`src/cpu_consts.svh`:
```
`ifndef CPU_CONSTS_SVH
`define CPU_CONSTS_SVH

// datapath sizes
`define WORD_W      32
`define REG_ADDR_W  5
`define REG_NUM     32

// primary opcodes in inst[31:26]
`define OP_SPECIAL  6'b000000
`define OP_ADDI     6'b001000
`define OP_ADDIU    6'b001001
`define OP_SLTI     6'b001010
`define OP_SLTIU    6'b001011
`define OP_ANDI     6'b001100
`define OP_ORI      6'b001101
`define OP_XORI     6'b001110
`define OP_LUI      6'b001111

// function codes under SPECIAL in inst[5:0]
`define FN_SLL      6'b000000
`define FN_SRL      6'b000010
`define FN_SRA      6'b000011
`define FN_SLLV     6'b000100
`define FN_SRLV     6'b000110
`define FN_SRAV     6'b000111
`define FN_ADD      6'b100000
`define FN_ADDU     6'b100001
`define FN_SUB      6'b100010
`define FN_SUBU     6'b100011
`define FN_AND      6'b100100
`define FN_OR       6'b100101
`define FN_XOR      6'b100110
`define FN_NOR      6'b100111
`define FN_SLT      6'b101010
`define FN_SLTU     6'b101011
`endif

```
`src/cpu_pkg.sv`:
```
`include "cpu_consts.svh"

package cpu_pkg;

    typedef logic [`WORD_W-1:0]     word_t;
    typedef logic [`REG_ADDR_W-1:0] reg_addr_t;

    // add and sub trap on signed overflow, addu and subu wrap
    typedef enum logic [3:0] {
        alu_nop,
        alu_or,
        alu_and,
        alu_xor,
        alu_nor,
        alu_sll,
        alu_srl,
        alu_sra,
        alu_slt,
        alu_sltu,
        alu_add,
        alu_addu,
        alu_sub,
        alu_subu
    } alu_op_e;

endpackage

```
`src/regfile_rd_if.sv`:
```
`timescale 1ns/1ps

interface regfile_rd_if;
    import cpu_pkg::*;

    logic      re1;
    reg_addr_t addr1;
    logic      re2;
    reg_addr_t addr2;
    word_t     data1;
    word_t     data2;

    modport decode  (output re1, addr1, re2, addr2);
    modport regfile (input re1, addr1, re2, addr2, output data1, data2);
    modport operand (input re1, addr1, re2, addr2, data1, data2);

endinterface

```
`src/id_ex_if.sv`:
```
`timescale 1ns/1ps

// decoded instruction from decode into the execute register
interface id_ex_if;
    import cpu_pkg::*;

    logic      valid;   // one cycle per legal instruction
    alu_op_e   op;
    word_t     op1;
    word_t     op2;
    reg_addr_t wd;      // destination register
    logic      wreg;

    // decode drives the control fields, operand select the data fields
    modport src (
        output valid, op, op1, op2, wd, wreg
    );
    modport dst (
        input valid, op, op1, op2, wd, wreg
    );

endinterface

```
`src/fwd_if.sv`:
```
`timescale 1ns/1ps

interface fwd_if;
    import cpu_pkg::*;

    logic      ex_we;
    reg_addr_t ex_addr;
    word_t     ex_data;     // alu output before the memory register
    logic      mem_we;
    reg_addr_t mem_addr;
    word_t     mem_data;

    modport src (output ex_we, ex_addr, ex_data, mem_we, mem_addr, mem_data);
    modport dst (input ex_we, ex_addr, ex_data, mem_we, mem_addr, mem_data);

endinterface

```
`src/id_decode.sv`:
```
`timescale 1ns/1ps
`include "cpu_consts.svh"

module id_decode (
    input  logic           inst_valid_i,
    input  logic [31:0]    inst_i,
    regfile_rd_if.decode   rd_o,
    id_ex_if.src           ie_o,
    output cpu_pkg::word_t imm_o,
    output logic           illegal_o
);
    import cpu_pkg::*;

    logic [5:0] opcode;
    logic [5:0] funct;
    logic [4:0] shamt;
    reg_addr_t  rs;
    reg_addr_t  rt;
    reg_addr_t  rd;
    word_t      imm_zext;
    word_t      imm_sext;
    word_t      imm_upper;
    word_t      imm_shamt;

    alu_op_e    op;
    logic       legal;
    logic       re1;
    logic       re2;
    reg_addr_t  wd;
    word_t      imm;

    assign opcode = inst_i[31:26];
    assign rs     = inst_i[25:21];
    assign rt     = inst_i[20:16];
    assign rd     = inst_i[15:11];
    assign shamt  = inst_i[10:6];
    assign funct  = inst_i[5:0];

    assign imm_zext  = {16'h0, inst_i[15:0]};
    assign imm_sext  = {{16{inst_i[15]}}, inst_i[15:0]};
    assign imm_upper = {inst_i[15:0], 16'h0};
    assign imm_shamt = {27'h0, shamt};

    always_comb begin
        op    = alu_nop;
        legal = 1'b1;
        re1   = 1'b1;
        re2   = 1'b0;
        wd    = rt;     // i-type writes rt
        imm   = '0;
        case (opcode)
            `OP_SPECIAL: begin
                re2 = 1'b1;
                wd  = rd;
                case (funct)
                    `FN_OR:   op = alu_or;
                    `FN_AND:  op = alu_and;
                    `FN_XOR:  op = alu_xor;
                    `FN_NOR:  op = alu_nor;
                    `FN_SLLV: op = alu_sll;
                    `FN_SRLV: op = alu_srl;
                    `FN_SRAV: op = alu_sra;
                    `FN_ADD:  op = alu_add;
                    `FN_ADDU: op = alu_addu;
                    `FN_SUB:  op = alu_sub;
                    `FN_SUBU: op = alu_subu;
                    `FN_SLT:  op = alu_slt;
                    `FN_SLTU: op = alu_sltu;
                    `FN_SLL, `FN_SRL, `FN_SRA: begin
                        re1 = 1'b0;     // shift amount from the shamt field
                        imm = imm_shamt;
                        op  = (funct == `FN_SLL) ? alu_sll :
                              (funct == `FN_SRL) ? alu_srl : alu_sra;
                    end
                    default:  legal = 1'b0;
                endcase
            end
            `OP_ORI:   begin op = alu_or;   imm = imm_zext; end
            `OP_ANDI:  begin op = alu_and;  imm = imm_zext; end
            `OP_XORI:  begin op = alu_xor;  imm = imm_zext; end
            `OP_ADDI:  begin op = alu_add;  imm = imm_sext; end
            `OP_ADDIU: begin op = alu_addu; imm = imm_sext; end
            `OP_SLTI:  begin op = alu_slt;  imm = imm_sext; end
            `OP_SLTIU: begin op = alu_sltu; imm = imm_sext; end
            `OP_LUI: begin
                // both operands take the immediate, or-ing gives it back
                op  = alu_or;
                re1 = 1'b0;
                imm = imm_upper;
            end
            default: legal = 1'b0;
        endcase
        if (!legal) begin
            op  = alu_nop;
            re1 = 1'b0;
            re2 = 1'b0;
        end
    end

    assign rd_o.re1   = re1;
    assign rd_o.addr1 = rs;
    assign rd_o.re2   = re2;
    assign rd_o.addr2 = rt;

    assign ie_o.valid = inst_valid_i & legal;
    assign ie_o.op    = op;
    assign ie_o.wd    = wd;
    assign ie_o.wreg  = legal;
    assign imm_o      = imm;
    assign illegal_o  = inst_valid_i & ~legal;

endmodule

```
`src/operand_sel.sv`:
```
`timescale 1ns/1ps

module operand_sel (
    regfile_rd_if.operand  rd_i,
    fwd_if.dst             fwd_i,
    input  cpu_pkg::word_t imm_i,
    id_ex_if.src           ie_o
);
    import cpu_pkg::*;

    // execute result wins over memory result, r0 never forwards
    function automatic word_t pick(
        input logic      re,
        input reg_addr_t addr,
        input word_t     rf_data,
        input word_t     imm,
        input logic      ex_we,
        input reg_addr_t ex_addr,
        input word_t     ex_data,
        input logic      mem_we,
        input reg_addr_t mem_addr,
        input word_t     mem_data
    );
        if (!re)
            return imm;
        else if (ex_we && (ex_addr == addr) && (addr != '0))
            return ex_data;
        else if (mem_we && (mem_addr == addr) && (addr != '0))
            return mem_data;
        else
            return rf_data;
    endfunction

    assign ie_o.op1 = pick(rd_i.re1, rd_i.addr1, rd_i.data1, imm_i,
                           fwd_i.ex_we, fwd_i.ex_addr, fwd_i.ex_data,
                           fwd_i.mem_we, fwd_i.mem_addr, fwd_i.mem_data);
    assign ie_o.op2 = pick(rd_i.re2, rd_i.addr2, rd_i.data2, imm_i,
                           fwd_i.ex_we, fwd_i.ex_addr, fwd_i.ex_data,
                           fwd_i.mem_we, fwd_i.mem_addr, fwd_i.mem_data);

endmodule

```
`src/regfile.sv`:
```
`timescale 1ns/1ps
`include "cpu_consts.svh"

module regfile (
    input  logic              clk,
    input  logic              arst_n_i,
    regfile_rd_if.regfile     rd_i,
    input  logic              we_i,
    input  cpu_pkg::reg_addr_t waddr_i,
    input  cpu_pkg::word_t    wdata_i
);
    import cpu_pkg::*;

    word_t regs [`REG_NUM];

    always_ff @(posedge clk or negedge arst_n_i) begin
        if (!arst_n_i) begin
            for (int i = 0; i < `REG_NUM; i++) begin
                regs[i] <= '0;
            end
        end else if (we_i && (waddr_i != '0)) begin   // r0 stays zero
            regs[waddr_i] <= wdata_i;
        end
    end

    // reads see the value from before this cycle's write
    assign rd_i.data1 = (rd_i.re1 && (rd_i.addr1 != '0)) ? regs[rd_i.addr1] : '0;
    assign rd_i.data2 = (rd_i.re2 && (rd_i.addr2 != '0)) ? regs[rd_i.addr2] : '0;

endmodule

```
`src/ex_stage.sv`:
```
`timescale 1ns/1ps
`include "cpu_consts.svh"

module ex_stage (
    input  logic               clk,
    input  logic               arst_n_i,
    id_ex_if.dst               ie_i,
    input  logic               illegal_i,
    fwd_if.src                 fwd_o,
    output logic               wb_valid_o,
    output cpu_pkg::reg_addr_t wb_addr_o,
    output cpu_pkg::word_t     wb_data_o,
    output logic               exc_o
);
    import cpu_pkg::*;

    localparam int MSB = `WORD_W - 1;

    logic      ex_valid;
    logic      ex_wreg;
    logic      ex_illegal;
    alu_op_e   ex_op;
    reg_addr_t ex_wd;
    word_t     ex_op1;
    word_t     ex_op2;

    word_t     sum;
    word_t     diff;
    word_t     alu_res;
    logic      ovf;
    logic      ex_we;
    logic      ex_exc;

    logic      mem_we;
    logic      mem_exc;
    reg_addr_t mem_addr;
    word_t     mem_data;

    // execute register
    always_ff @(posedge clk or negedge arst_n_i) begin
        if (!arst_n_i) begin
            ex_valid   <= 1'b0;
            ex_wreg    <= 1'b0;
            ex_illegal <= 1'b0;
            ex_op      <= alu_nop;
            ex_wd      <= '0;
        end else begin
            ex_valid   <= ie_i.valid;
            ex_wreg    <= ie_i.wreg;
            ex_illegal <= illegal_i;
            ex_op      <= ie_i.op;
            ex_wd      <= ie_i.wd;
        end
    end

    always_ff @(posedge clk) begin
        ex_op1 <= ie_i.op1;
        ex_op2 <= ie_i.op2;
    end

    assign sum  = ex_op1 + ex_op2;
    assign diff = ex_op1 - ex_op2;

    // shift amount in op1[4:0] and shifted value in op2
    always_comb begin
        case (ex_op)
            alu_or:             alu_res = ex_op1 | ex_op2;
            alu_and:            alu_res = ex_op1 & ex_op2;
            alu_xor:            alu_res = ex_op1 ^ ex_op2;
            alu_nor:            alu_res = ~(ex_op1 | ex_op2);
            alu_sll:            alu_res = ex_op2 << ex_op1[4:0];
            alu_srl:            alu_res = ex_op2 >> ex_op1[4:0];
            alu_sra:            alu_res = word_t'($signed(ex_op2) >>> ex_op1[4:0]);
            alu_slt:            alu_res = word_t'($signed(ex_op1) < $signed(ex_op2));
            alu_sltu:           alu_res = word_t'(ex_op1 < ex_op2);
            alu_add, alu_addu:  alu_res = sum;
            alu_sub, alu_subu:  alu_res = diff;
            default:            alu_res = '0;
        endcase
    end

    assign ovf = ((ex_op == alu_add) && (ex_op1[MSB] == ex_op2[MSB]) &&
                  (sum[MSB] != ex_op1[MSB])) ||
                 ((ex_op == alu_sub) && (ex_op1[MSB] != ex_op2[MSB]) &&
                  (diff[MSB] != ex_op1[MSB]));

    assign ex_we  = ex_valid & ex_wreg & ~ovf;      // overflow kills the write
    assign ex_exc = ex_illegal | (ex_valid & ovf);

    // memory register
    always_ff @(posedge clk or negedge arst_n_i) begin
        if (!arst_n_i) begin
            mem_we  <= 1'b0;
            mem_exc <= 1'b0;
        end else begin
            mem_we  <= ex_we;
            mem_exc <= ex_exc;
        end
    end

    always_ff @(posedge clk) begin
        mem_addr <= ex_wd;
        mem_data <= alu_res;
    end

    assign fwd_o.ex_we    = ex_we;
    assign fwd_o.ex_addr  = ex_wd;
    assign fwd_o.ex_data  = alu_res;
    assign fwd_o.mem_we   = mem_we;
    assign fwd_o.mem_addr = mem_addr;
    assign fwd_o.mem_data = mem_data;

    assign wb_valid_o = mem_we;
    assign wb_addr_o  = mem_addr;
    assign wb_data_o  = mem_data;
    assign exc_o      = mem_exc;

endmodule

```
`src/mips_id_core.sv`:
```
`timescale 1ns/1ps

module mips_id_core (
    input  logic               clk,
    input  logic               arst_n_i,
    input  logic               inst_valid_i,
    input  cpu_pkg::word_t     inst_i,
    output logic               wb_valid_o,
    output cpu_pkg::reg_addr_t wb_addr_o,
    output cpu_pkg::word_t     wb_data_o,
    output logic               exc_o
);
    import cpu_pkg::*;

    word_t imm;
    logic  illegal;

    regfile_rd_if u_rd_if ();
    id_ex_if      u_ie_if ();
    fwd_if        u_fwd_if ();

    id_decode u_id_decode (
        .inst_valid_i (inst_valid_i),
        .inst_i       (inst_i),
        .rd_o         (u_rd_if.decode),
        .ie_o         (u_ie_if.src),
        .imm_o        (imm),
        .illegal_o    (illegal)
    );

    operand_sel u_operand_sel (
        .rd_i  (u_rd_if.operand),
        .fwd_i (u_fwd_if.dst),
        .imm_i (imm),
        .ie_o  (u_ie_if.src)
    );

    // write port fed straight from the writeback outputs
    regfile u_regfile (
        .clk      (clk),
        .arst_n_i (arst_n_i),
        .rd_i     (u_rd_if.regfile),
        .we_i     (wb_valid_o),
        .waddr_i  (wb_addr_o),
        .wdata_i  (wb_data_o)
    );

    ex_stage u_ex_stage (
        .clk        (clk),
        .arst_n_i   (arst_n_i),
        .ie_i       (u_ie_if.dst),
        .illegal_i  (illegal),
        .fwd_o      (u_fwd_if.src),
        .wb_valid_o (wb_valid_o),
        .wb_addr_o  (wb_addr_o),
        .wb_data_o  (wb_data_o),
        .exc_o      (exc_o)
    );

endmodule

```
`config.mk`:
```
export PLATFORM = sky130hd
export DESIGN_NAME = mips_id_core
export DESIGN_NICKNAME = d
export VERILOG_FILES = /design/src/cpu_pkg.sv /design/src/regfile_rd_if.sv /design/src/id_ex_if.sv /design/src/fwd_if.sv /design/src/id_decode.sv /design/src/operand_sel.sv /design/src/regfile.sv /design/src/ex_stage.sv /design/src/mips_id_core.sv
export VERILOG_INCLUDE_DIRS = /design/src
export SDC_FILE = /design/constraint.sdc
export NUM_CORES = 2
export LEC_CHECK = 0
export ABC_CLOCK_PERIOD_IN_PS = 5780
export BUFFER_PORTS_ARGS = -buffer_cell sky130_fd_sc_hd__buf_2
export CAP_MARGIN = 10
export CORE_MARGIN = 4
export CORE_UTILIZATION = 64
export DETAILED_ROUTE_END_ITERATION = 10
export GPL_ROUTABILITY_DRIVEN = 0
export GPL_TIMING_DRIVEN = 1
export MAX_ROUTING_LAYER = met4
export PLACE_DENSITY = 0.79
export SYNTH_ARGS = -nofsm -noshare
export SYNTH_HDL_FRONTEND = slang
export SYNTH_SLANG_ARGS = --single-unit
```
`constraint.sdc`:
```
create_clock -name clk -period 5.78 [get_ports clk]
set_clock_uncertainty 0.15 [all_clocks]
set_input_delay 0.578 -clock clk [delete_from_list [all_inputs] [get_ports clk]]
set_output_delay 0.578 -clock clk [all_outputs]
set_load 0.05 [all_outputs]
```
==> results.cfg <==
[run_status]
status = finished, final reports clean

[clocking]
cts_made_buffers = 116
cts_tree = built
htreeDepth = 3
clockBufferDepth = 3
post-cts-setup-buffers = 0
clk_latency_ns = 0.74
clock-sinks = 1139
cts.clk_slew.worst_paths_ns = 0.07
clock_tree.root_cell = clkbuf_16

[finish]
final_cell_mix = dfrtp_1 (1,038), mux2_2 (1,022), mux4_2 (672)
layout_commonest_cell = dfrtp_1
seqCellArea_um2 = 28000
instances_no_fill = 6369
fillers = 6801
area_delta_synth_final_pct = 8.73
fin_nets = 5015
final_util = 0.701
final_layout_size_suffix_gt1_frac = 0.435
multi_input_area_um2 = 37400

[power_and_ir_drop]
peakVddDrop_v = 0.000271
power.leakage_uw = 0.0328
p_per_area_nw_per_um2 = 236
power_uw = 17300

[logic_synthesis]
yosysTopAreaCell = dfrtp_1
synth_cell_types = 86
avgSynthCellArea_um2 = 13.4
yosysWarnings = 0
syn_inst = 5072
synth_seq_cells = 1139
ys.flop_type = dfrtp_1
ys_async_sr_fraction = 0.911
ys_seq_area_frac = 0.413
synth_nets = 5207
synth_edf_count = 0
syn-cell-area_um2 = 67700
synthTopCellsByArea = dfrtp_1 (38%), mux4_2 (22%), mux2_2 (17%), dfxtp_1 (3.0%), mux2i_1 (2.7%)
synth_top_area_frac = 0.383

[hold_path]
min_path_type = primary input to register
holdCritStartpoint = inst_i[26]

[worst_setup_path]
r2r_start = u_ex_stage.ex_op1[1]
startpoint_type = register
startpoint = u_ex_stage.ex_op1[1]
required_ns = 6.24
cp_data_arrival_time_ns = 5.75
crit_fanout = 21
crit_type = register to register
end_kind = register

[global_route]
grt_pass1_wl_mm = 319
grt_util_all_layers = 0.395
grt-ovfl-total = 0
antenna_found_initial = 4
grt_max_degree = 163
grt_pass1_vias = 48900

[die]
die_w_um = 333
pin_count = 74
dieArea_um2 = 111000
num_rows = 119
start_util = 0.644
core_area_um2 = 105000
die_h_um = 333

[sta]
tightest_slew_ns = 1.45
setup_violations = 0
setup_ws_ns = 0.485
rsz0062_at_grt = false
hold_violations = 0
setup-tns-final_ns = 0
slew_headroom = 0.0317
fin_crit_sh = 0.916
finalCriticalPeriod_ns = 5.30
timing.fmax_mhz = 189
drv_slew = 0

[detailed_routing]
wl_per_cell_um = 33.6
drt_pre_antenna_iters = 7
via_per_inst = 7.64
drcViolationCount = 0
drt-total-wl_mm = 214
drt_iter0_drc = 7040
ant_nets = 0
vias = 48700

[place]
dp_cells = 6148
pre_cts_slack_ns = 0.772
port_buffers = 73
dp_hpwl_mm = 131

[run]
cap_violations = 0
-- worst max-delay path, stage by stage (launching register included) --
cell       delay [ns]
dfxtp_4          0.50
clkinv_1         0.34
ha_1             0.46
a211oi_1         0.10
o21ai_1          0.42
o2111ai_1        0.29
a211oi_1         0.82
o31ai_2          0.18
mux2i_1          0.18
nor3b_2          0.39
nand4_4          0.51
buf_4            0.41
mux2i_1          0.16
a22o_1           0.24
-- registers in the layout (all words and copies together), names as in the netlist, 4 cells and up --
register,count
u_ex_stage.fwd_o.mem_addr,5
u_ex_stage.ex_op2,32
u_ex_stage.fwd_o.mem_data,32
u_regfile.regs,1024
u_ex_stage.ex_op,4
u_ex_stage.ex_op1,32
u_ex_stage.fwd_o.ex_addr,5
-- logic make-up (layout without fill, tap and decap cells) --
logic type               count (synthesis)  count (layout)  share of synthesized area
AO/OA/AOI/OAI                          643             643                     0.0641
XOR/XNOR                                28              28                    0.00362
adder cells (fa/ha/maj)                100             100                     0.0187
buffers and inverters                  647             551                     0.0373
flip-flops                            1139            1139                      0.413
multiplexers                          1879            1879                      0.421
other                                    0               2                          0
AND/OR/NAND/NOR                        636             636                     0.0423
-- what timing repair did --
item,CTS,global route
gates resized for setup,0,0
hold buffers,2,0
setup endpoints to repair,0,0
endpoints found under the hold margin,74,0
-- worst paths after layout --
check,end,slack (ns),cells after the start
worst max-delay path,u_ex_stage.ex_op2[2],0.48,13
min in group asynchronous,u_regfile.regs[197],0.30,2
worst max register to register,u_ex_stage.ex_op2[2],0.48,13
max in group asynchronous,u_regfile.regs[375],3.70,3
worst min register to register,u_regfile.regs[1023],0.25,0
worst min-delay path,u_ex_stage.ex_op[0],0.03,3
-- synthesized netlist by cell type, types with 19 or more instances --
cell,count
a211oi_1,48
a21oi_1,152
a221oi_1,23
a22o_1,25
a31oi_1,19
buf_1,109
buf_2,35
clkbuf_1,372
dfrtp_1,1038
dfxtp_1,101
ha_1,98
inv_1,116
mux2_2,1022
mux2i_1,185
mux4_2,672
nand2_1,221
nand3_1,34
nor2_1,225
nor3_1,34
o211ai_1,34
o21ai_0,126
o31ai_1,19
-- area by class of cell --
cell class | count | area share
Timing Repair Buffer | 218 | 0.0248
Multi-Input combinational cell | 3286 | 0.508
Antenna cell | 2 | 0.0000680
Sequential cell | 1139 | 0.380
Tap cell | 1391 | 0.0236
Inverter | 119 | 0.00606
Clock buffer | 170 | 0.0464
Clock inverter | 44 | 0.0104
-- layer usage --
| metal | GRT usage | part of all wire | up-vias | wire (um) |
|---|---|---|---|---|
| met5 | - | 0 | - | 0 |
| met2 | 0.572 | 0.45 | 3653 | 96100 |
| met1 | 0.511 | 0.36 | 24900 | 76000 |
| met4 | 0.207 | 0.067 | 0 | 14200 |
| met3 | 0.118 | 0.13 | 963 | 27400 |
| li1 | - | - | 19100 | - |
-- through the flow --
stage | area (um2) | hold slack (ns)
finish | 73600 | 0.0281
global route | 73600 | 0.0427
CTS | 73600 | 0.00782
detailed placement | 69400 | 0.232
global placement | 69400 | 0.226
floorplan | 67700 | 0.132
-- report_power, final --
| part | switching (uW) | total [uW] | internal, uW |
|---|---|---|---|
| Sequential | 51.0 | 8040 | 7990 |
| Clock | 3300 | 8190 | 4900 |
| Combinational | 762 | 1120 | 355 |
| Total | 4110 | 17300 | 13200 |
Note: power is estimated with default switching activity, not from simulation.
